File: src/common/tdt_settings.svh
// ====================
// trigger counts, CSR widths and halt-info field positions
// field macros give the top bit of each field in the halt-info word
// ====================
`ifndef TDT_SETTINGS_SVH
`define TDT_SETTINGS_SVH

// csr and trigger sizing
`define TDT_XLEN               32
`define TDT_TRIG_NUM           3
`define TDT_TSELECT_MAX        3
`define TDT_MCONTEXT_BITS      6

// tcontrol bit positions
`define TDT_MTE_BIT            3
`define TDT_MPTE_BIT           7

// ====================
// halt-info word layout
// ====================
`define TDT_HINFO_WIDTH        15
`define TDT_HINFO_TRIGGER      14
`define TDT_HINFO_CAUSE        11
`define TDT_HINFO_PENDING_HALT 7
`define TDT_HINFO_TIMING       6
`define TDT_HINFO_ACTION01     5
`define TDT_HINFO_ACTION       4
`define TDT_HINFO_CHAIN        3
`define TDT_HINFO_LDST         2
`define TDT_HINFO_MATCH        1
`define TDT_HINFO_CANCEL       0

`endif
File: src/common/tdt_halt_pkg.sv
// ====================
// halt-info and per-trigger vector types
// one bit per mcontrol trigger in trig_vec_t
// ====================
`include "tdt_settings.svh"

package tdt_halt_pkg;

  // halt-info word as exchanged with retire and fetch
  typedef logic [`TDT_HINFO_WIDTH-1:0] hinfo_t;

  // per-trigger vector
  // used for hits, action masks and trigger fields
  typedef logic [`TDT_TRIG_NUM-1:0] trig_vec_t;

  // halt cause field
  typedef logic [3:0] cause_t;

endpackage

File: src/common/tdt_csr_pkg.sv
// ====================
// types for the trigger CSRs owned by the unit
// widths follow tdt_settings.svh
// ====================
`include "tdt_settings.svh"

package tdt_csr_pkg;

  // full csr write data and readback
  typedef logic [`TDT_XLEN-1:0] csr_data_t;

  // stored tselect index, clamped on write
  typedef logic [3:0] tselect_idx_t;

  // mcontext keeps only its low bits
  typedef logic [`TDT_MCONTEXT_BITS-1:0] mcontext_t;

endpackage

File: src/tdt_debug_top.sv
// ====================
// trigger-control core top, wiring only
// match block results come in as masks and fetch halt-info words
// ====================
`timescale 1ns/1ns

module tdt_debug_top
  import tdt_csr_pkg::*;
  import tdt_halt_pkg::*;
(
  input  logic      m_iie_clk,
  input  logic      cpurst_b,
  // csr access
  input  csr_data_t cp0_dtu_wdata,
  input  logic      cp0_write_tselect,
  input  logic      cp0_write_tcontrol,
  input  logic      cp0_write_mcontext,
  input  logic      cp0_dtu_mexpt_vld,
  // retire side
  input  logic      rtu_dtu_retire_mret,
  input  logic      rtu_dtu_retire_vld,
  input  hinfo_t    rtu_dtu_retire_halt_info,
  input  logic      rtu_dtu_halt_ack,
  input  logic      rtu_dtu_pending_ack,
  input  logic      rtu_yy_xx_dbgon,
  // match block results
  input  trig_vec_t mcontrol_action0,
  input  trig_vec_t mcontrol_action1,
  input  hinfo_t    mcontrol_halt_info0,
  input  hinfo_t    mcontrol_halt_info1,
  // outputs
  output csr_data_t tselect,
  output csr_data_t tcontrol,
  output csr_data_t mcontext,
  output trig_vec_t mcontrol_hit,
  output cause_t    dtu_cause,
  output logic      updata_tval,
  output logic      pending_halt,
  output hinfo_t    dtu_ifu_halt_info0,
  output hinfo_t    dtu_ifu_halt_info1,
  output logic      dtu_ifu_halt_info_vld
);

  // decode to record
  logic      generate_pending_halt;
  logic      generate_retire_action01;
  trig_vec_t record_hit;
  logic      record_action;
  logic      record_action01;
  logic      record_ldst;

  tdt_csr_regs u_csr_regs (
    .m_iie_clk           (m_iie_clk),
    .cpurst_b            (cpurst_b),
    .cp0_dtu_wdata       (cp0_dtu_wdata),
    .cp0_write_tselect   (cp0_write_tselect),
    .cp0_write_tcontrol  (cp0_write_tcontrol),
    .cp0_write_mcontext  (cp0_write_mcontext),
    .cp0_dtu_mexpt_vld   (cp0_dtu_mexpt_vld),
    .rtu_dtu_retire_mret (rtu_dtu_retire_mret),
    .rtu_dtu_retire_vld  (rtu_dtu_retire_vld),
    .tselect             (tselect),
    .tcontrol            (tcontrol),
    .mcontext            (mcontext)
  );

  tdt_retire_decode u_retire_decode (
    .rtu_dtu_retire_halt_info (rtu_dtu_retire_halt_info),
    .rtu_dtu_retire_vld       (rtu_dtu_retire_vld),
    .rtu_dtu_halt_ack         (rtu_dtu_halt_ack),
    .mcontrol_action0         (mcontrol_action0),
    .mcontrol_action1         (mcontrol_action1),
    .mcontrol_hit             (mcontrol_hit),
    .dtu_cause                (dtu_cause),
    .updata_tval              (updata_tval),
    .generate_pending_halt    (generate_pending_halt),
    .generate_retire_action01 (generate_retire_action01),
    .record_hit               (record_hit),
    .record_action            (record_action),
    .record_action01          (record_action01),
    .record_ldst              (record_ldst)
  );

  tdt_halt_record u_halt_record (
    .m_iie_clk                (m_iie_clk),
    .cpurst_b                 (cpurst_b),
    .generate_pending_halt    (generate_pending_halt),
    .generate_retire_action01 (generate_retire_action01),
    .record_hit               (record_hit),
    .record_action            (record_action),
    .record_action01          (record_action01),
    .record_ldst              (record_ldst),
    .dtu_cause                (dtu_cause),
    .rtu_dtu_pending_ack      (rtu_dtu_pending_ack),
    .rtu_yy_xx_dbgon          (rtu_yy_xx_dbgon),
    .mcontrol_halt_info0      (mcontrol_halt_info0),
    .mcontrol_halt_info1      (mcontrol_halt_info1),
    .pending_halt             (pending_halt),
    .dtu_ifu_halt_info0       (dtu_ifu_halt_info0),
    .dtu_ifu_halt_info1       (dtu_ifu_halt_info1),
    .dtu_ifu_halt_info_vld    (dtu_ifu_halt_info_vld)
  );

endmodule

File: src/halt_ctrl/tdt_halt_record.sv
// ====================
// pending-halt and action01 flags with their record register
// record replaces both fetch halt-info words while in use
// record info reads as zero while dbgon is high
// ====================
`timescale 1ns/1ns
`include "tdt_settings.svh"

module tdt_halt_record
  import tdt_halt_pkg::*;
(
  input  logic      m_iie_clk,
  input  logic      cpurst_b,
  input  logic      generate_pending_halt,
  input  logic      generate_retire_action01,
  input  trig_vec_t record_hit,
  input  logic      record_action,
  input  logic      record_action01,
  input  logic      record_ldst,
  input  cause_t    dtu_cause,
  input  logic      rtu_dtu_pending_ack,
  input  logic      rtu_yy_xx_dbgon,
  input  hinfo_t    mcontrol_halt_info0,
  input  hinfo_t    mcontrol_halt_info1,
  output logic      pending_halt,
  output hinfo_t    dtu_ifu_halt_info0,
  output hinfo_t    dtu_ifu_halt_info1,
  output logic      dtu_ifu_halt_info_vld
);

  logic      retire_action01;
  logic      clear_action01;
  logic      clear_record;
  trig_vec_t record_hit_q;
  logic      record_action_q;
  logic      record_action01_q;
  logic      record_ldst_q;
  cause_t    record_cause_q;
  hinfo_t    record_halt_info;

  // ====================
  // flags
  // ====================
  always_ff @(posedge m_iie_clk or negedge cpurst_b)
  begin
    if (!cpurst_b)
      pending_halt <= 1'b0;
    else if (generate_pending_halt)
      pending_halt <= 1'b1;
    else if (rtu_dtu_pending_ack)
      pending_halt <= 1'b0;
  end

  // action01 drops once debug mode is entered
  assign clear_action01 = retire_action01 && rtu_yy_xx_dbgon;

  always_ff @(posedge m_iie_clk or negedge cpurst_b)
  begin
    if (!cpurst_b)
      retire_action01 <= 1'b0;
    else if (generate_retire_action01)
      retire_action01 <= 1'b1;
    else if (clear_action01)
      retire_action01 <= 1'b0;
  end

  // ====================
  // record register
  // ====================
  assign clear_record = (pending_halt && rtu_dtu_pending_ack) || clear_action01;

  // a new record wins over a clear
  always_ff @(posedge m_iie_clk or negedge cpurst_b)
  begin
    if (!cpurst_b)
    begin
      record_hit_q      <= '0;
      record_action_q   <= 1'b0;
      record_action01_q <= 1'b0;
      record_ldst_q     <= 1'b0;
      record_cause_q    <= '0;
    end
    else if (generate_pending_halt || generate_retire_action01)
    begin
      record_hit_q      <= record_hit;
      record_action_q   <= record_action;
      record_action01_q <= record_action01;
      record_ldst_q     <= record_ldst;
      record_cause_q    <= dtu_cause;
    end
    else if (clear_record)
    begin
      record_hit_q      <= '0;
      record_action_q   <= 1'b0;
      record_action01_q <= 1'b0;
      record_ldst_q     <= 1'b0;
      record_cause_q    <= '0;
    end
  end

  // ====================
  // record halt info
  // ====================
  // timing and chain always zero, cancel always set
  always_comb
  begin
    record_halt_info = '0;
    if (!rtu_yy_xx_dbgon)
    begin
      record_halt_info[`TDT_HINFO_TRIGGER -: `TDT_TRIG_NUM] = record_hit_q;
      record_halt_info[`TDT_HINFO_CAUSE -: $bits(cause_t)]  = record_cause_q;
      record_halt_info[`TDT_HINFO_PENDING_HALT] = pending_halt || retire_action01;
      record_halt_info[`TDT_HINFO_ACTION01]     = record_action01_q;
      record_halt_info[`TDT_HINFO_ACTION]       = record_action_q;
      record_halt_info[`TDT_HINFO_LDST]         = record_ldst_q;
      record_halt_info[`TDT_HINFO_MATCH]        = |record_hit_q;
      record_halt_info[`TDT_HINFO_CANCEL]       = 1'b1;
    end
  end

  // fetch side select
  assign dtu_ifu_halt_info_vld = pending_halt || (retire_action01 && !rtu_yy_xx_dbgon);

  assign dtu_ifu_halt_info0 = dtu_ifu_halt_info_vld ? record_halt_info : mcontrol_halt_info0;
  assign dtu_ifu_halt_info1 = dtu_ifu_halt_info_vld ? record_halt_info : mcontrol_halt_info1;

endmodule

File: src/halt_ctrl/tdt_retire_decode.sv
// ====================
// decodes the halt-info word returned at retire
// word counts only with retire_vld or halt_ack, else seen as zero
// all outputs combinational in the same cycle
// ====================
`timescale 1ns/1ns
`include "tdt_settings.svh"

module tdt_retire_decode
  import tdt_halt_pkg::*;
(
  input  hinfo_t    rtu_dtu_retire_halt_info,
  input  logic      rtu_dtu_retire_vld,
  input  logic      rtu_dtu_halt_ack,
  input  trig_vec_t mcontrol_action0,
  input  trig_vec_t mcontrol_action1,
  output trig_vec_t mcontrol_hit,
  output cause_t    dtu_cause,
  output logic      updata_tval,
  output logic      generate_pending_halt,
  output logic      generate_retire_action01,
  output trig_vec_t record_hit,
  output logic      record_action,
  output logic      record_action01,
  output logic      record_ldst
);

  hinfo_t    rtu_info;
  trig_vec_t triggers_match;
  logic      timing0;

  // qualified word
  assign rtu_info = (rtu_dtu_retire_vld || rtu_dtu_halt_ack) ? rtu_dtu_retire_halt_info : '0;

  assign triggers_match = rtu_info[`TDT_HINFO_TRIGGER -: `TDT_TRIG_NUM];
  assign dtu_cause      = rtu_info[`TDT_HINFO_CAUSE -: $bits(cause_t)];

  // halt ack, or a before-retire match outside a chain
  assign timing0 = rtu_dtu_halt_ack ||
                   (rtu_info[`TDT_HINFO_MATCH] && !rtu_info[`TDT_HINFO_CHAIN] &&
                    !rtu_info[`TDT_HINFO_TIMING]);

  // after-retire match with no action needs a tval update
  assign updata_tval = rtu_info[`TDT_HINFO_MATCH] && !rtu_info[`TDT_HINFO_CHAIN] &&
                       rtu_info[`TDT_HINFO_TIMING] && !rtu_info[`TDT_HINFO_ACTION];

  // ====================
  // trigger hit
  // ====================
  always_comb
  begin
    if (!timing0)
      mcontrol_hit = '0;
    else if (rtu_info[`TDT_HINFO_ACTION01])
      mcontrol_hit = triggers_match & mcontrol_action0;
    else
      mcontrol_hit = triggers_match;
  end

  // ====================
  // record sources
  // ====================
  assign generate_pending_halt    = rtu_info[`TDT_HINFO_PENDING_HALT];
  assign generate_retire_action01 = timing0 && rtu_info[`TDT_HINFO_ACTION01];

  // pending halt keeps the word as is
  // action01 case records the action1 triggers as a plain debug action
  assign record_hit      = generate_pending_halt ? triggers_match
                                                 : (triggers_match & mcontrol_action1);
  assign record_action   = generate_pending_halt ? rtu_info[`TDT_HINFO_ACTION] : 1'b1;
  assign record_action01 = generate_pending_halt && rtu_info[`TDT_HINFO_ACTION01];
  assign record_ldst     = rtu_info[`TDT_HINFO_LDST];

endmodule

File: src/trigger_csr/tdt_csr_regs.sv
// ====================
// tselect, tcontrol and mcontext registers
// writes land on the next edge, readbacks zero-extended to xlen
// trap and mret take priority over a tcontrol write
// ====================
`timescale 1ns/1ns
`include "tdt_settings.svh"

module tdt_csr_regs
  import tdt_csr_pkg::*;
(
  input  logic      m_iie_clk,
  input  logic      cpurst_b,
  input  csr_data_t cp0_dtu_wdata,
  input  logic      cp0_write_tselect,
  input  logic      cp0_write_tcontrol,
  input  logic      cp0_write_mcontext,
  input  logic      cp0_dtu_mexpt_vld,
  input  logic      rtu_dtu_retire_mret,
  input  logic      rtu_dtu_retire_vld,
  output csr_data_t tselect,
  output csr_data_t tcontrol,
  output csr_data_t mcontext
);

  tselect_idx_t tselect_q;
  mcontext_t    mcontext_q;
  logic         mte_q;
  logic         mpte_q;
  logic         wdata_over_max;
  logic         mret_vld;

  // ====================
  // tselect
  // ====================
  // clamp to the highest trigger index
  assign wdata_over_max = (cp0_dtu_wdata[$bits(tselect_idx_t)-1:0] > `TDT_TSELECT_MAX) ||
                          (|cp0_dtu_wdata[`TDT_XLEN-1:$bits(tselect_idx_t)]);

  always_ff @(posedge m_iie_clk or negedge cpurst_b)
  begin
    if (!cpurst_b)
      tselect_q <= '0;
    else if (cp0_write_tselect)
      tselect_q <= wdata_over_max ? tselect_idx_t'(`TDT_TSELECT_MAX)
                                  : cp0_dtu_wdata[$bits(tselect_idx_t)-1:0];
  end

  assign tselect = csr_data_t'(tselect_q);

  // ====================
  // tcontrol
  // ====================
  // only a retired mret counts
  assign mret_vld = rtu_dtu_retire_mret && rtu_dtu_retire_vld;

  always_ff @(posedge m_iie_clk or negedge cpurst_b)
  begin
    if (!cpurst_b)
    begin
      mte_q  <= 1'b0;
      mpte_q <= 1'b0;
    end
    else if (cp0_dtu_mexpt_vld && mret_vld)
    begin
      // trap wins, mpte kept as is
      mte_q <= 1'b0;
    end
    else if (cp0_dtu_mexpt_vld)
    begin
      // trap into m mode saves mte
      mte_q  <= 1'b0;
      mpte_q <= mte_q;
    end
    else if (mret_vld)
      mte_q <= mpte_q;
    else if (cp0_write_tcontrol)
    begin
      mte_q  <= cp0_dtu_wdata[`TDT_MTE_BIT];
      mpte_q <= cp0_dtu_wdata[`TDT_MPTE_BIT];
    end
  end

  // readback, all other bits zero
  always_comb
  begin
    tcontrol                = '0;
    tcontrol[`TDT_MTE_BIT]  = mte_q;
    tcontrol[`TDT_MPTE_BIT] = mpte_q;
  end

  // ====================
  // mcontext
  // ====================
  always_ff @(posedge m_iie_clk or negedge cpurst_b)
  begin
    if (!cpurst_b)
      mcontext_q <= '0;
    else if (cp0_write_mcontext)
      mcontext_q <= cp0_dtu_wdata[`TDT_MCONTEXT_BITS-1:0];
  end

  assign mcontext = csr_data_t'(mcontext_q);

endmodule

File: config.mk
export PLATFORM = sky130hd
export DESIGN_NAME = tdt_debug_top
export DESIGN_NICKNAME = d
export VERILOG_FILES = /design/src/common/tdt_halt_pkg.sv /design/src/common/tdt_csr_pkg.sv /design/src/tdt_debug_top.sv /design/src/halt_ctrl/tdt_halt_record.sv /design/src/halt_ctrl/tdt_retire_decode.sv /design/src/trigger_csr/tdt_csr_regs.sv
export VERILOG_INCLUDE_DIRS = /design/src /design/src/common
export SDC_FILE = /design/constraint.sdc
export NUM_CORES = 1
export LEC_CHECK = 0
export ABC_AREA = 1
export BUFFER_PORTS_ARGS = -buffer_cell sky130_fd_sc_hd__buf_2
export CORE_MARGIN = 2
export CORE_UTILIZATION = 25
export CTS_BUF_LIST = sky130_fd_sc_hd__clkbuf_4
export DETAILED_ROUTE_END_ITERATION = 16
export MAX_ROUTING_LAYER = met4
export PLACE_DENSITY_LB_ADDON = 0.25
export REMOVE_ABC_BUFFERS = 1
export SETUP_SLACK_MARGIN = 0.4
export SYNTH_ARGS = -nofsm -noshare
export SYNTH_HDL_FRONTEND = slang
export SYNTH_SLANG_ARGS = --single-unit
File: constraint.sdc
create_clock -name m_iie_clk -period 1.6 [get_ports m_iie_clk]
set_input_delay 0.32 -clock m_iie_clk [delete_from_list [all_inputs] [get_ports m_iie_clk]]
set_output_delay 0.32 -clock m_iie_clk [all_outputs]
set_load 0.05 [all_outputs]
# Word-level counts from Yosys, hierarchy flattened
# Index checks and enable logic that the tools add are counted.
[totals]
register_bits = 24
inputBits = 94
out_inout_bits = 136
wordCells = 76
[op_classes]
magnitude_cmp = 1
eq_ne = 1
mux = 30
bitwise = 3
n_reduce_logical = 30
[op_table]
columns = ["operator", "n"]
rows = [
  ["two-way mux 15 bit", 3],
  ["OR reduction 28 bit", 1],
  ["two-way mux 3 bit", 6],
  ["two-way mux 1 bit", 16],
  ["two-way mux 4 bit", 3],
  ["logical AND 1 bit", 11],
  ["two-way mux 8 bit", 1],
  ["nonzero test 2 bit", 4],
  ["logical OR 1 bit", 7],
  ["AND 3 bit", 2],
  ["> comparator 4 x 2 -> 1 bit (second input constant)", 1],
  ["logical NOT 1 bit", 4],
  ["nonzero test 4 bit", 1],
  ["AND reduction 3 bit", 1],
  ["OR reduction 3 bit", 1],
  ["two-way mux 2 bit", 1],
  ["!= test 2 bit (second input constant)", 1],
  ["NOT 1 bit", 1],
]

# Logic depth before layout (Yosys ltp)
# Gate-level depths: netlist (run 1).
[logic_depth]
ltp_word = 9
depth_mapped = 8
depth_no_buf = 8

# By module
# From an unflattened synthesis (run 1), not the netlist that was laid out.
[hier_totals]
hier_cells = 342
hier_area_um2 = 2253.4
[by_module_without_submodules]
columns = ["mod", "instances", "cells_each", "area_per_inst_um2", "seq_area_each_um2"]
rows = [
  ["tdt_csr_regs", 1, 159, 1236.2, 300.3],
  ["tdt_halt_record", 1, 135, 808.3, 300.3],
  ["tdt_retire_decode", 1, 48, 209.0, 0.0],
]

# Worst setup path before layout (run 1)
# No wires, ideal clock.
[synth_timing]
path_type = "register -> output"
from = "register u_halt_record.pending_halt"
to = "output port dtu_ifu_halt_info0[11]"
t_arrival_ps = 2017
required_ps = 1280
path_slack_ps = -737
stages_incl_launch_ff = 6
n_path_buf = 1
path_cell_list = "dfrtp_1 > inv_2 > nand2_4 > nand2_4 > buf_4 > o21ai_1"
[synth_between]
elab_chain_len = 2
[synth_lines]
columns = ["element", "line_no", "rtl"]
rows = [
  ["start, declared", "tdt_halt_record.sv:25", "output logic pending_halt,"],
  ["start signal, assigned", "tdt_halt_record.sv:47", "pending_halt <= 1'b0;"],
  ["start signal, assigned", "tdt_halt_record.sv:49", "pending_halt <= 1'b1;"],
  ["start signal, assigned", "tdt_halt_record.sv:51", "pending_halt <= 1'b0;"],
  ["logical OR 1 bit", "tdt_halt_record.sv:122", "assign dtu_ifu_halt_info_vld = pending_halt || (retire_action01 && !rtu_yy_xx_dbgon);"],
  ["named net dtu_ifu_halt_info_vld", "tdt_debug_top.sv:41", "output logic dtu_ifu_halt_info_vld"],
  ["two-way mux 15 bit", "tdt_halt_record.sv:124", "assign dtu_ifu_halt_info0 = dtu_ifu_halt_info_vld ? record_halt_info : mcontrol_halt_info0;"],
  ["end, declared", "tdt_debug_top.sv:39", "output hinfo_t dtu_ifu_halt_info0,"],
]
# The timed path passes the listed nets, and every way through them passes these cells.

# Worst setup path in the final report (run 1)
[layout_timing]
from = "register u_halt_record.retire_action01"
to = "output port dtu_ifu_halt_info1[1]"
[layout_between]
elab_chain_len = 3
[layout_lines]
columns = ["element", "line_no", "rtl"]
rows = [
  ["start, declared", "tdt_halt_record.sv:31", "logic retire_action01;"],
  ["start signal, assigned", "tdt_halt_record.sv:60", "retire_action01 <= 1'b0;"],
  ["start signal, assigned", "tdt_halt_record.sv:62", "retire_action01 <= 1'b1;"],
  ["start signal, assigned", "tdt_halt_record.sv:64", "retire_action01 <= 1'b0;"],
  ["logical AND 1 bit", "tdt_halt_record.sv:122", ""],
  ["logical OR 1 bit", "tdt_halt_record.sv:122", ""],
  ["two-way mux 15 bit", "tdt_halt_record.sv:125", "assign dtu_ifu_halt_info1 = dtu_ifu_halt_info_vld ? record_halt_info : mcontrol_halt_info1;"],
  ["end, declared", "tdt_debug_top.sv:40", "output hinfo_t dtu_ifu_halt_info1,"],
]
# No other way between the ends.

==> flow_summary_export.csv, run 1 <==
group,metric,value,unit
timing,holdWs,0.164,ns
worst_hold_path,min_path_cells,2,
worst_setup_path,required,1.28,ns
place,gp_congestion,0.723,
clock_network,htreeDepth,1,
die,num_rows,35,
worst_setup_path,worst_r2r_path_depth,6,
synth,ys_warn_count,0,
power_and_ir_drop,clkPwrFrac,10.3,%
global_route,track_usage,12.1,%
drt,drt.antenna.violating_nets,0,
timing,finalCritPeriodShare,111,%
die,core,9200,µm²
power_and_ir_drop,p_leak,2.01,nW
place,port_buffers,144,
cells_and_area,fillers,949,
drt,wl_per_cell,10.9,µm
timing,period_minus_slack,1.78,ns
global_route,grt_max_degree,28,
timing,hold_viol,0,
clock_network,clock_sinks,24,
worst_setup_path,reg2reg_from,"u_halt_record.pending_halt",
synth,syn_inst,331,
timing,grt_setup_unrepaired,"yes",
power_and_ir_drop,p_int,0.00129,W
global_route,grt_overflow,0,
worst_setup_path,end_kind,"primary output",
cells_and_area,design_area,3710,µm²
cells_and_area,postLayoutCoreUtil,40.3,%
die,ios,230,
timing,max_freq,0.563,GHz
cells_and_area,nNetsFinal,587,
drt,drt-initial-drc-count,34,
worst_setup_path,startpoint,"u_halt_record.retire_action01",
worst_setup_path,r2r_end,"u_halt_record.record_cause_q[2]",
synth,ys_seq_area_share,25.5,%
global_route,grt_use_met3,2.21,%
global_route,grtUsageMet1,13.0,%
drt,wl,6560,µm
power_and_ir_drop,seqPwrFrac,24.8,%
synth,syn_area,2360,µm²
run,drv_cap,0,
worst_setup_path,critPathKind,"register to primary output",
cells_and_area,syn2layout_area_growth,57.2,%
clock_network,clockBufferDepth,2,
global_route,first_global_vias,2260,
synth,ys_ff_latch,24,
global_route,grt_pass1_wl,9850,µm
power_and_ir_drop,combPwrFrac,64.9,%
worst_hold_path,min_from,"rtu_dtu_pending_ack",
synth,yosysUniqueCellTypes,29,
power_and_ir_drop,ir_drop,0.000375,V
cells_and_area,insertedDiodeCount,0,
power_and_ir_drop,swShare,54.0,%
die,die_area,10200,µm²
place,place_area,2940,µm²
worst_setup_path,cp-start-kind,"register",
die,dieHeight,101,µm
timing,relSlewSlack,61.6,%
synth,syn_area_per_cell,7.13,µm²
timing,clock_skew,0.00552,ns
clock_network,cts_tree,"built",
timing,fin_ws,-0.175,ns
clock_network,cts_made_buffers,3,
drt,vias,2436,
power_and_ir_drop,power_density,755,nW/µm²
global_route,busiest_layer,"met2",
cells_and_area,drive_above_1_share,46.3,%
clock_network,clkTransAtPathRegs,0.14,ns
worst_setup_path,critPathMaxFanout,10,
clock_network,cts_root_buffer,"clkbuf_4",
timing,maxSlewViolCount,0,
status,failed_checks,"setup timing",
timing,max_slew.worst_pin.slew,0.576,ns
status,status,"finished, violations left",
timing,setup_violations,30,
die,initial_core_util,25.6,%
worst_hold_path,hold_end,"u_halt_record.pending_halt",
drt,vias_per_cell,4.04,
place,place_hpwl,5240,µm
worst_setup_path,r2r_slack,0.56,ns
worst_setup_path,cp.arrival,1.46,ns
die,die_w,101,µm
global_route,grt_use_met2,22.7,%
drt,drtPass1Iterations,4,
drt,route.detailed.drc,0,
worst_hold_path,hp-class,"input pin to register",
clock_network,clk_latency,0.32,ns
global_route,antenna_found_initial,0,
power_and_ir_drop,p_switching,0.00151,W
[logic make-up (layout without fill, tap and decap cells)]
family                 count (synthesis)  count (layout)  synth area share [%]
AO/OA/AOI/OAI                         27              27                  5.89
buffers and inverters                129             207                  35.4
multiplexers                           8               8                  3.71
AND/OR/NAND/NOR                      142             142                  29.4
other                                  1              84                 0.159
flip-flops                            24              24                  25.5
[layout by cell type (no fill, tap or decap), types with 3 or more instances in the layout]
master / instances
buf_4: 15
o21ai_1: 5
buf_2: 88
nand3_1: 22
conb_1: 84
mux2_2: 6
nor2_4: 6
nand2_4: 6
buf_6: 55
nand4_1: 10
nand2_1: 46
buf_8: 8
nor2_1: 36
o21ai_4: 4
inv_2: 4
nor2_2: 3
clkbuf_4: 3
o21ai_2: 12
dfrtp_1: 24
inv_1: 25
a21oi_1: 3
nor3_4: 4
[cells in the mapped netlist]
library cell,instances,area (µm²)
buf_4,87,653
nand2_1,48,180
nor2_1,44,165
inv_1,26,97.6
dfrtp_1,24,601
nand3_1,22,110
o21ai_1,21,105
nand4_1,10,62.6
inv_2,6,22.5
mux2_2,6,67.6
nand2_4,6,67.6
nor3_1,5,25.0
a21oi_1,3,15.0
buf_2,3,15.0
buf_1,2,7.51
buf_6,2,22.5
inv_4,2,12.5
mux2i_1,2,20.0
o21ai_0,2,10.0
a31o_1,1,8.76
clkbuf_1,1,3.75
conb_1,1,3.75
nand2_2,1,6.26
nand2_8,1,20.0
nand3_4,1,17.5
nor2_2,1,6.26
nor2_8,1,20.0
or2_1,1,6.26
or2_2,1,6.26
[per-layer routing]
metal | up-vias | part of all wire, %
li1 | 1195 | -
met1 | 1103 | 36
met2 | 134 | 55
met3 | 4 | 8.1
met4 | 0 | 0.84
met5 | - | 0
[through the flow]
step | TNS, ns | setup slack (ns) | total power, W | instances
3_3_place_gp | -0.0150 | -0.00997 | 0.00219 | 585
5_1_grt | -6.75 | -0.268 | 0.00295 | 603
2_1_floorplan | -23.47 | -0.825 | 0.00183 | 319
4_1_cts | -4.89 | -0.205 | 0.00276 | 597
6_report | -3.94 | -0.175 | 0.00280 | 603
3_5_place_dp | -0.0609 | -0.0121 | 0.00220 | 585
[registers in the layout, indices dropped and copies added, names as in the netlist]
| name | cells |
|---|---|
| u_halt_record.pending_halt | 1 |
| u_halt_record.record_action_q | 1 |
| u_csr_regs.tselect_q | 4 |
| u_csr_regs.mpte_q | 1 |
| u_halt_record.retire_action01 | 1 |
| u_halt_record.record_hit_q | 3 |
| u_halt_record.record_action01_q | 1 |
| u_halt_record.record_ldst_q | 1 |
| u_csr_regs.mcontext_q | 6 |
| u_csr_regs.mte_q | 1 |
| u_halt_record.record_cause_q | 4 |
[repair_timing]
action                                 CTS  global route
gates resized for setup                149            31
buffers inserted                         7             6
hold buffers                             1             0
endpoints found under the hold margin   24             0
setup endpoints to repair               52            52
pin swaps                                2             5
[final cells by class]
class / instances / area, µm² / area share (%)
multi-input cells: 261 / 1440 / 38.8
repair buffers: 169 / 1340 / 36.2
flip-flops and latches: 24 / 601 / 16.2
inverters: 34 / 160 / 4.32
well taps: 111 / 139 / 3.75
clock buffers: 3 / 22.5 / 0.607
clock inverters: 1 / 3.75 / 0.101
[worst max path at each step]
stage,slack (ns),cells past startpoint,end
after detailed placement,-0.01,8,dtu_ifu_halt_info1[11]
after CTS,-0.21,6,dtu_ifu_halt_info1[12]
after global placement,-0.01,8,dtu_ifu_halt_info1[12]
final,-0.18,6,dtu_ifu_halt_info1[1]
after global routing,-0.27,6,dtu_ifu_halt_info1[1]
after floorplan,-0.82,4,dtu_ifu_halt_info0[10]
[worst max-delay path, stage by stage, from the launching register on]
cell and delay [ns]:
dfrtp_1 0.39, nand2_2 0.10, nand2_4 0.10, nand2_8 0.08
a31o_1 0.22, nand2_1 0.09, buf_6 0.16
[power groups by stage]
stage / clock [W] / combinational [W] / sequential (W)
global placement: 0 / 0.00149 / 0.000699
finish: 0.000288 / 0.00182 / 0.000694
CTS: 0.000318 / 0.00174 / 0.000694
detailed placement: 0 / 0.00149 / 0.000702
floorplan: 0 / 0.00105 / 0.000779
global route: 0.000334 / 0.00192 / 0.000701
No activity file was read; power rests on OpenSTA's default activity.
==> run 2: changes to the inputs <==
- clock period: 1.6 -> 1.8 ns (I/O delays scaled with it)
==> flow_summary_export.csv, run 2 (synthesized netlist as in run 1, its figures left out) <==
group,metric,value,unit
worst_setup_path,critPathKind,"register to primary output",
cells_and_area,reg_top3,"u_csr_regs.mcontext_q x6, u_csr_regs.tselect_q x4, u_halt_record.record_cause_q x4",
die,num_rows,35,
die,ios,230,
cells_and_area,final_cells,589,
place,port_buffers,144,
cells_and_area,design_area,3440,µm²
clock_network,clkTransAtPathRegs,0.15,ns
global_route,track_usage,12.0,%
place,dp_cells,580,
power_and_ir_drop,ir_drop,0.000304,V
clock_network,clk_latency,0.32,ns
clock_network,clockBufferDepth,2,
worst_setup_path,r2r_slack,0.64,ns
cells_and_area,fillers,957,
clock_network,clock_sinks,24,
place,place_area,2890,µm²
cells_and_area,insertedDiodeCount,0,
cells_and_area,syn2layout_area_growth,45.9,%
timing,clock_skew,0.00442,ns
cells_and_area,drive_above_1_share,45.4,%
drt,vias_per_cell,4.03,
power_and_ir_drop,power_density,701,nW/µm²
worst_setup_path,worst_r2r_path_depth,7,
power_and_ir_drop,p_leak,1.90,nW
die,die_w,101,µm
timing,fin_ws,-0.0404,ns
worst_setup_path,end_kind,"primary output",
timing,max_slew.worst_pin.slew,0.566,ns
global_route,grt_max_degree,28,
run,drv_cap,0,
cells_and_area,nNetsFinal,574,
die,core,9200,µm²
clock_network,htreeDepth,1,
drt,drt-initial-drc-count,31,
timing,hold_viol,0,
cells_and_area,largest_reg_flops,6,
worst_hold_path,hp-class,"input pin to async pin",
place,post-place-ws,0.0797,ns
timing,finalCritPeriodShare,102,%
place,place_hpwl,5220,µm
die,die_area,10200,µm²
drt,route.detailed.drc,0,
clock_network,postCtsHoldBufs,0,
clock_network,cts_made_buffers,3,
clock_network,cts_tree,"built",
drt,vias,2375,
timing,final.setup.tns,-0.0404,ns
die,initial_core_util,25.6,%
cells_and_area,most-common-layout-cells,"buf_2 (98), conb_1 (84), buf_6 (45)",
worst_setup_path,required,1.44,ns
timing,max_freq,0.543,GHz
worst_setup_path,cp-start-kind,"register",
status,failed_checks,"setup timing",
die,dieHeight,101,µm
worst_setup_path,critPathMaxFanout,23,
timing,maxSlewViolCount,0,
timing,setup_violations,1,
clock_network,cts_root_buffer,"clkbuf_4",
drt,drt.antenna.violating_nets,0,
drt,wl_per_cell,11.0,µm
timing,period_minus_slack,1.84,ns
global_route,antenna_found_initial,0,
drt,wl,6490,µm
worst_setup_path,startpoint,"u_halt_record.retire_action01",
place,gp_congestion,0.706,
global_route,first_global_vias,2144,
worst_setup_path,r2r_end,"u_halt_record.record_cause_q[2]",
worst_setup_path,reg2reg_from,"u_halt_record.pending_halt",
timing,grt_setup_unrepaired,"yes",
global_route,grt_overflow,0,
worst_setup_path,cp.arrival,1.48,ns
timing,relSlewSlack,62.2,%
drt,drtPass1Iterations,4,
cells_and_area,final_common_cell,"buf_2",
cells_and_area,largest_register,"u_csr_regs.mcontext_q",
global_route,grt_pass1_wl,9670,µm
status,status,"finished, violations left",
-- run 2: final cells by class --
class / instances / area, µm² / area share [%]
inverter: 34 / 143 / 4.15
clock buffer: 3 / 22.5 / 0.655
timing repair buffer: 156 / 1140 / 33.3
tap: 111 / 139 / 4.04
sequential: 24 / 601 / 17.5
multi-input combinational: 261 / 1390 / 40.4
-- run 2: worst max-delay path by stage --
stage,endpoint,depth (start not counted),slack [ns]
final,dtu_ifu_halt_info0[14],5,-0.04
after detailed placement,dtu_ifu_halt_info0[14],8,0.08
after global routing,dtu_ifu_halt_info0[14],5,-0.12
after global placement,dtu_ifu_halt_info1[12],8,0.08
after floorplan,dtu_ifu_halt_info0[10],4,-0.66
after CTS,dtu_ifu_halt_info1[8],5,-0.03
-- run 2: per-layer routing --
layer / wire [µm] / track usage (%) / vias up / part of all wire (%)
met3: 551 / 1.86 / 4 / 8.5
li1: - / - / 1166 / -
met4: 38 / 3.12 / 0 / 0.59
met1: 2360 / 13.5 / 1075 / 36
met2: 3550 / 22.0 / 130 / 55
met5: 0 / - / - / 0
-- run 2: what timing repair did --
action                                  in CTS  in global routing
resized for setup                          124                 18
cloned                                       0                  0
pin swaps                                    4                  6
endpoints found under the setup margin      39                 39
setup buffers                                5                  1
-- run 2: critical path: stages (launching register included) --
cell     delay, ns
dfrtp_1       0.42
nand2_2       0.12
buf_8         0.18
nand3_1       0.16
o21ai_4       0.10
buf_6         0.18
-- run 2: metrics by stage --
step,power (W),hold WS [ns],utilization [%]
final,0.00241,0.00161,37.4
after global routing,0.00255,0.0336,37.4
after CTS,0.00240,0.0257,36.6
after detailed placement,0.00193,0.402,31.4
after global placement,0.00193,0.400,31.4
after floorplan,0.00163,0.0644,-
-- run 2: power breakdown --
part	switching, W	leakage [nW]	internal [W]
registers	0.0000277	0.293	0.000586
logic	0.00112	1.59	0.000424
clock network	0.000180	0.0138	0.0000783
==> run 3: changes to the inputs <==
- CORE_MARGIN: 2 -> 10
==> flow_summary_export.csv, run 3 (synthesized netlist as in run 1, its figures left out) <==
group,metric,value,unit
timing,holdWs,0.00637,ns
global_route,grt_pass1_wl,11900,µm
timing,clock_skew,0.00734,ns
timing,maxSlewViolCount,0,
global_route,grt_overflow,0,
worst_setup_path,critPathKind,"register to primary output",
cells_and_area,most-common-layout-cells,"buf_2 (97), conb_1 (84), nand2_1 (47)",
global_route,first_global_vias,2480,
timing,hold_viol,0,
clock_network,clkTransAtPathRegs,0.15,ns
worst_setup_path,end_kind,"primary output",
timing,fin_ws,-0.00297,ns
clock_network,clk_latency,0.32,ns
cells_and_area,nNetsFinal,576,
die,die_area,13700,µm²
cells_and_area,multi_input_area,1370,µm²
cells_and_area,largest_reg_flops,6,
cells_and_area,ff_latch_area,601,µm²
cells_and_area,fillers,970,
place,gp_congestion,0.737,
drt,vias,2362,
clock_network,cts_tree,"built",
clock_network,clockBufferDepth,2,
timing,max_slew.worst_pin.slew,0.571,ns
drt,drt.antenna.violating_nets,0,
cells_and_area,drive_above_1_share,44.1,%
die,initial_core_util,25.6,%
worst_setup_path,critPathMaxFanout,15,
clock_network,cts_root_buffer,"clkbuf_4",
timing,period_minus_slack,1.80,ns
place,dp_cells,581,
die,dieHeight,117,µm
place,port_buffers,144,
clock_network,clock_sinks,24,
timing,relSlewSlack,62.0,%
global_route,busiest_layer,"met2",
die,die_w,117,µm
power_and_ir_drop,power_density,709,nW/µm²
clock_network,cts_made_buffers,3,
drt,drtPass1Iterations,4,
cells_and_area,largest_register,"u_csr_regs.mcontext_q",
global_route,grt_max_degree,27,
die,core,9200,µm²
drt,wl_per_cell,14.4,µm
status,status,"finished, violations left",
clock_network,htreeDepth,1,
worst_setup_path,cp.arrival,1.44,ns
worst_setup_path,required,1.44,ns
timing,finalCritPeriodShare,100,%
global_route,grtUsageMet1,12.0,%
cells_and_area,syn2layout_area_growth,44.6,%
power_and_ir_drop,p_leak,1.89,nW
timing,grt_setup_unrepaired,"yes",
drt,wl,8520,µm
global_route,grt_use_met2,19.3,%
global_route,track_usage,10.9,%
place,place_hpwl,7280,µm
cells_and_area,final_cells,592,
timing,max_freq,0.555,GHz
worst_hold_path,hp-class,"input pin to async pin",
drt,vias_per_cell,3.99,
global_route,grt_use_met3,2.91,%
cells_and_area,final_common_cell,"buf_2",
cells_and_area,reg_top3,"u_csr_regs.mcontext_q x6, u_csr_regs.tselect_q x4, u_halt_record.record_cause_q x4",
drt,drt-initial-drc-count,108,
timing,setup_violations,2,
die,num_rows,35,
worst_setup_path,cp-start-kind,"register",
power_and_ir_drop,ir_drop,0.000311,V
place,post-place-ws,0.0549,ns
status,failed_checks,"setup timing",
run,drv_cap,0,
cells_and_area,insertedDiodeCount,0,
die,ios,230,
drt,route.detailed.drc,0,
global_route,antenna_found_initial,0,
run 3: cell count changes in the layout (fill, tap and decap cells not counted), sizes merged:
cell    previous run  this run
clkinv             0         1
buf              154       156
run 3: worst paths after layout:
kind / start / end / slack (ns) / cells past startpoint
worst max-delay path: u_halt_record.retire_action01 / dtu_ifu_halt_info1[1] / -0.003 / 6
worst min-delay path: cpurst_b / u_csr_regs.mpte_q / 0.006 / 1
worst max register to register: u_halt_record.pending_halt / u_halt_record.record_cause_q[3] / 0.66 / 7
worst min register to register: u_csr_regs.tselect_q[3] / u_csr_regs.tselect_q[3] / 0.50 / 2
max in group asynchronous: cpurst_b / u_halt_record.record_cause_q[3] / 1.41 / 1
min in group m_iie_clk: rtu_dtu_pending_ack / u_halt_record.pending_halt / 0.20 / 2
run 3: layout make-up:
type                            count  share of cell area [%]
Multi-Input combinational cell    261                    40.1
Timing Repair Buffer              158                    33.4
Sequential cell                    24                    17.6
Tap cell                          111                    4.07
Inverter                           34                    4.04
Clock buffer                        3                   0.660
Clock inverter                      1                   0.110
run 3: worst max-delay path: stages, from the launching register on:
cell and delay (ns):
dfrtp_1 0.39, nand2_2 0.09, nand2_4 0.10, nand2_8 0.09, a31o_1 0.22, nand2_1 0.08
buf_6 0.16
run 3: stage by stage:
step	instance area, µm²	setup TNS, ns	util [%]	total power, W
2_1_floorplan	1970	-18.19	-	0.00163
3_3_place_gp	2880	0	31.3	0.00194
5_1_grt	3410	-1.80	37.1	0.00256
6_report	3410	-0.00459	37.1	0.00242
4_1_cts	3340	-0.294	36.3	0.00241
3_5_place_dp	2880	0	31.3	0.00195
run 3: report_power, final:
group	switching, W	leakage [nW]	internal (W)
registers	0.0000279	0.293	0.000586
clock network	0.000176	0.0154	0.0000811
logic	0.00113	1.58	0.000419
total	0.00133	1.89	0.00109
run 3: routing by layer:
layer  up-vias  part of all wire, %
met5         -                    0
met2       139                   50
met4         0                 0.26
met1      1044                   39
met3         2                   10
li1       1177                    -
run 3: what timing repair did:
action	4_1_cts	5_1_grt
endpoints found under the hold margin	0	0
resized for setup	118	13
hold buffers	0	0
endpoints found under the setup margin	39	39
pin swaps	1	0
setup buffers	4	3
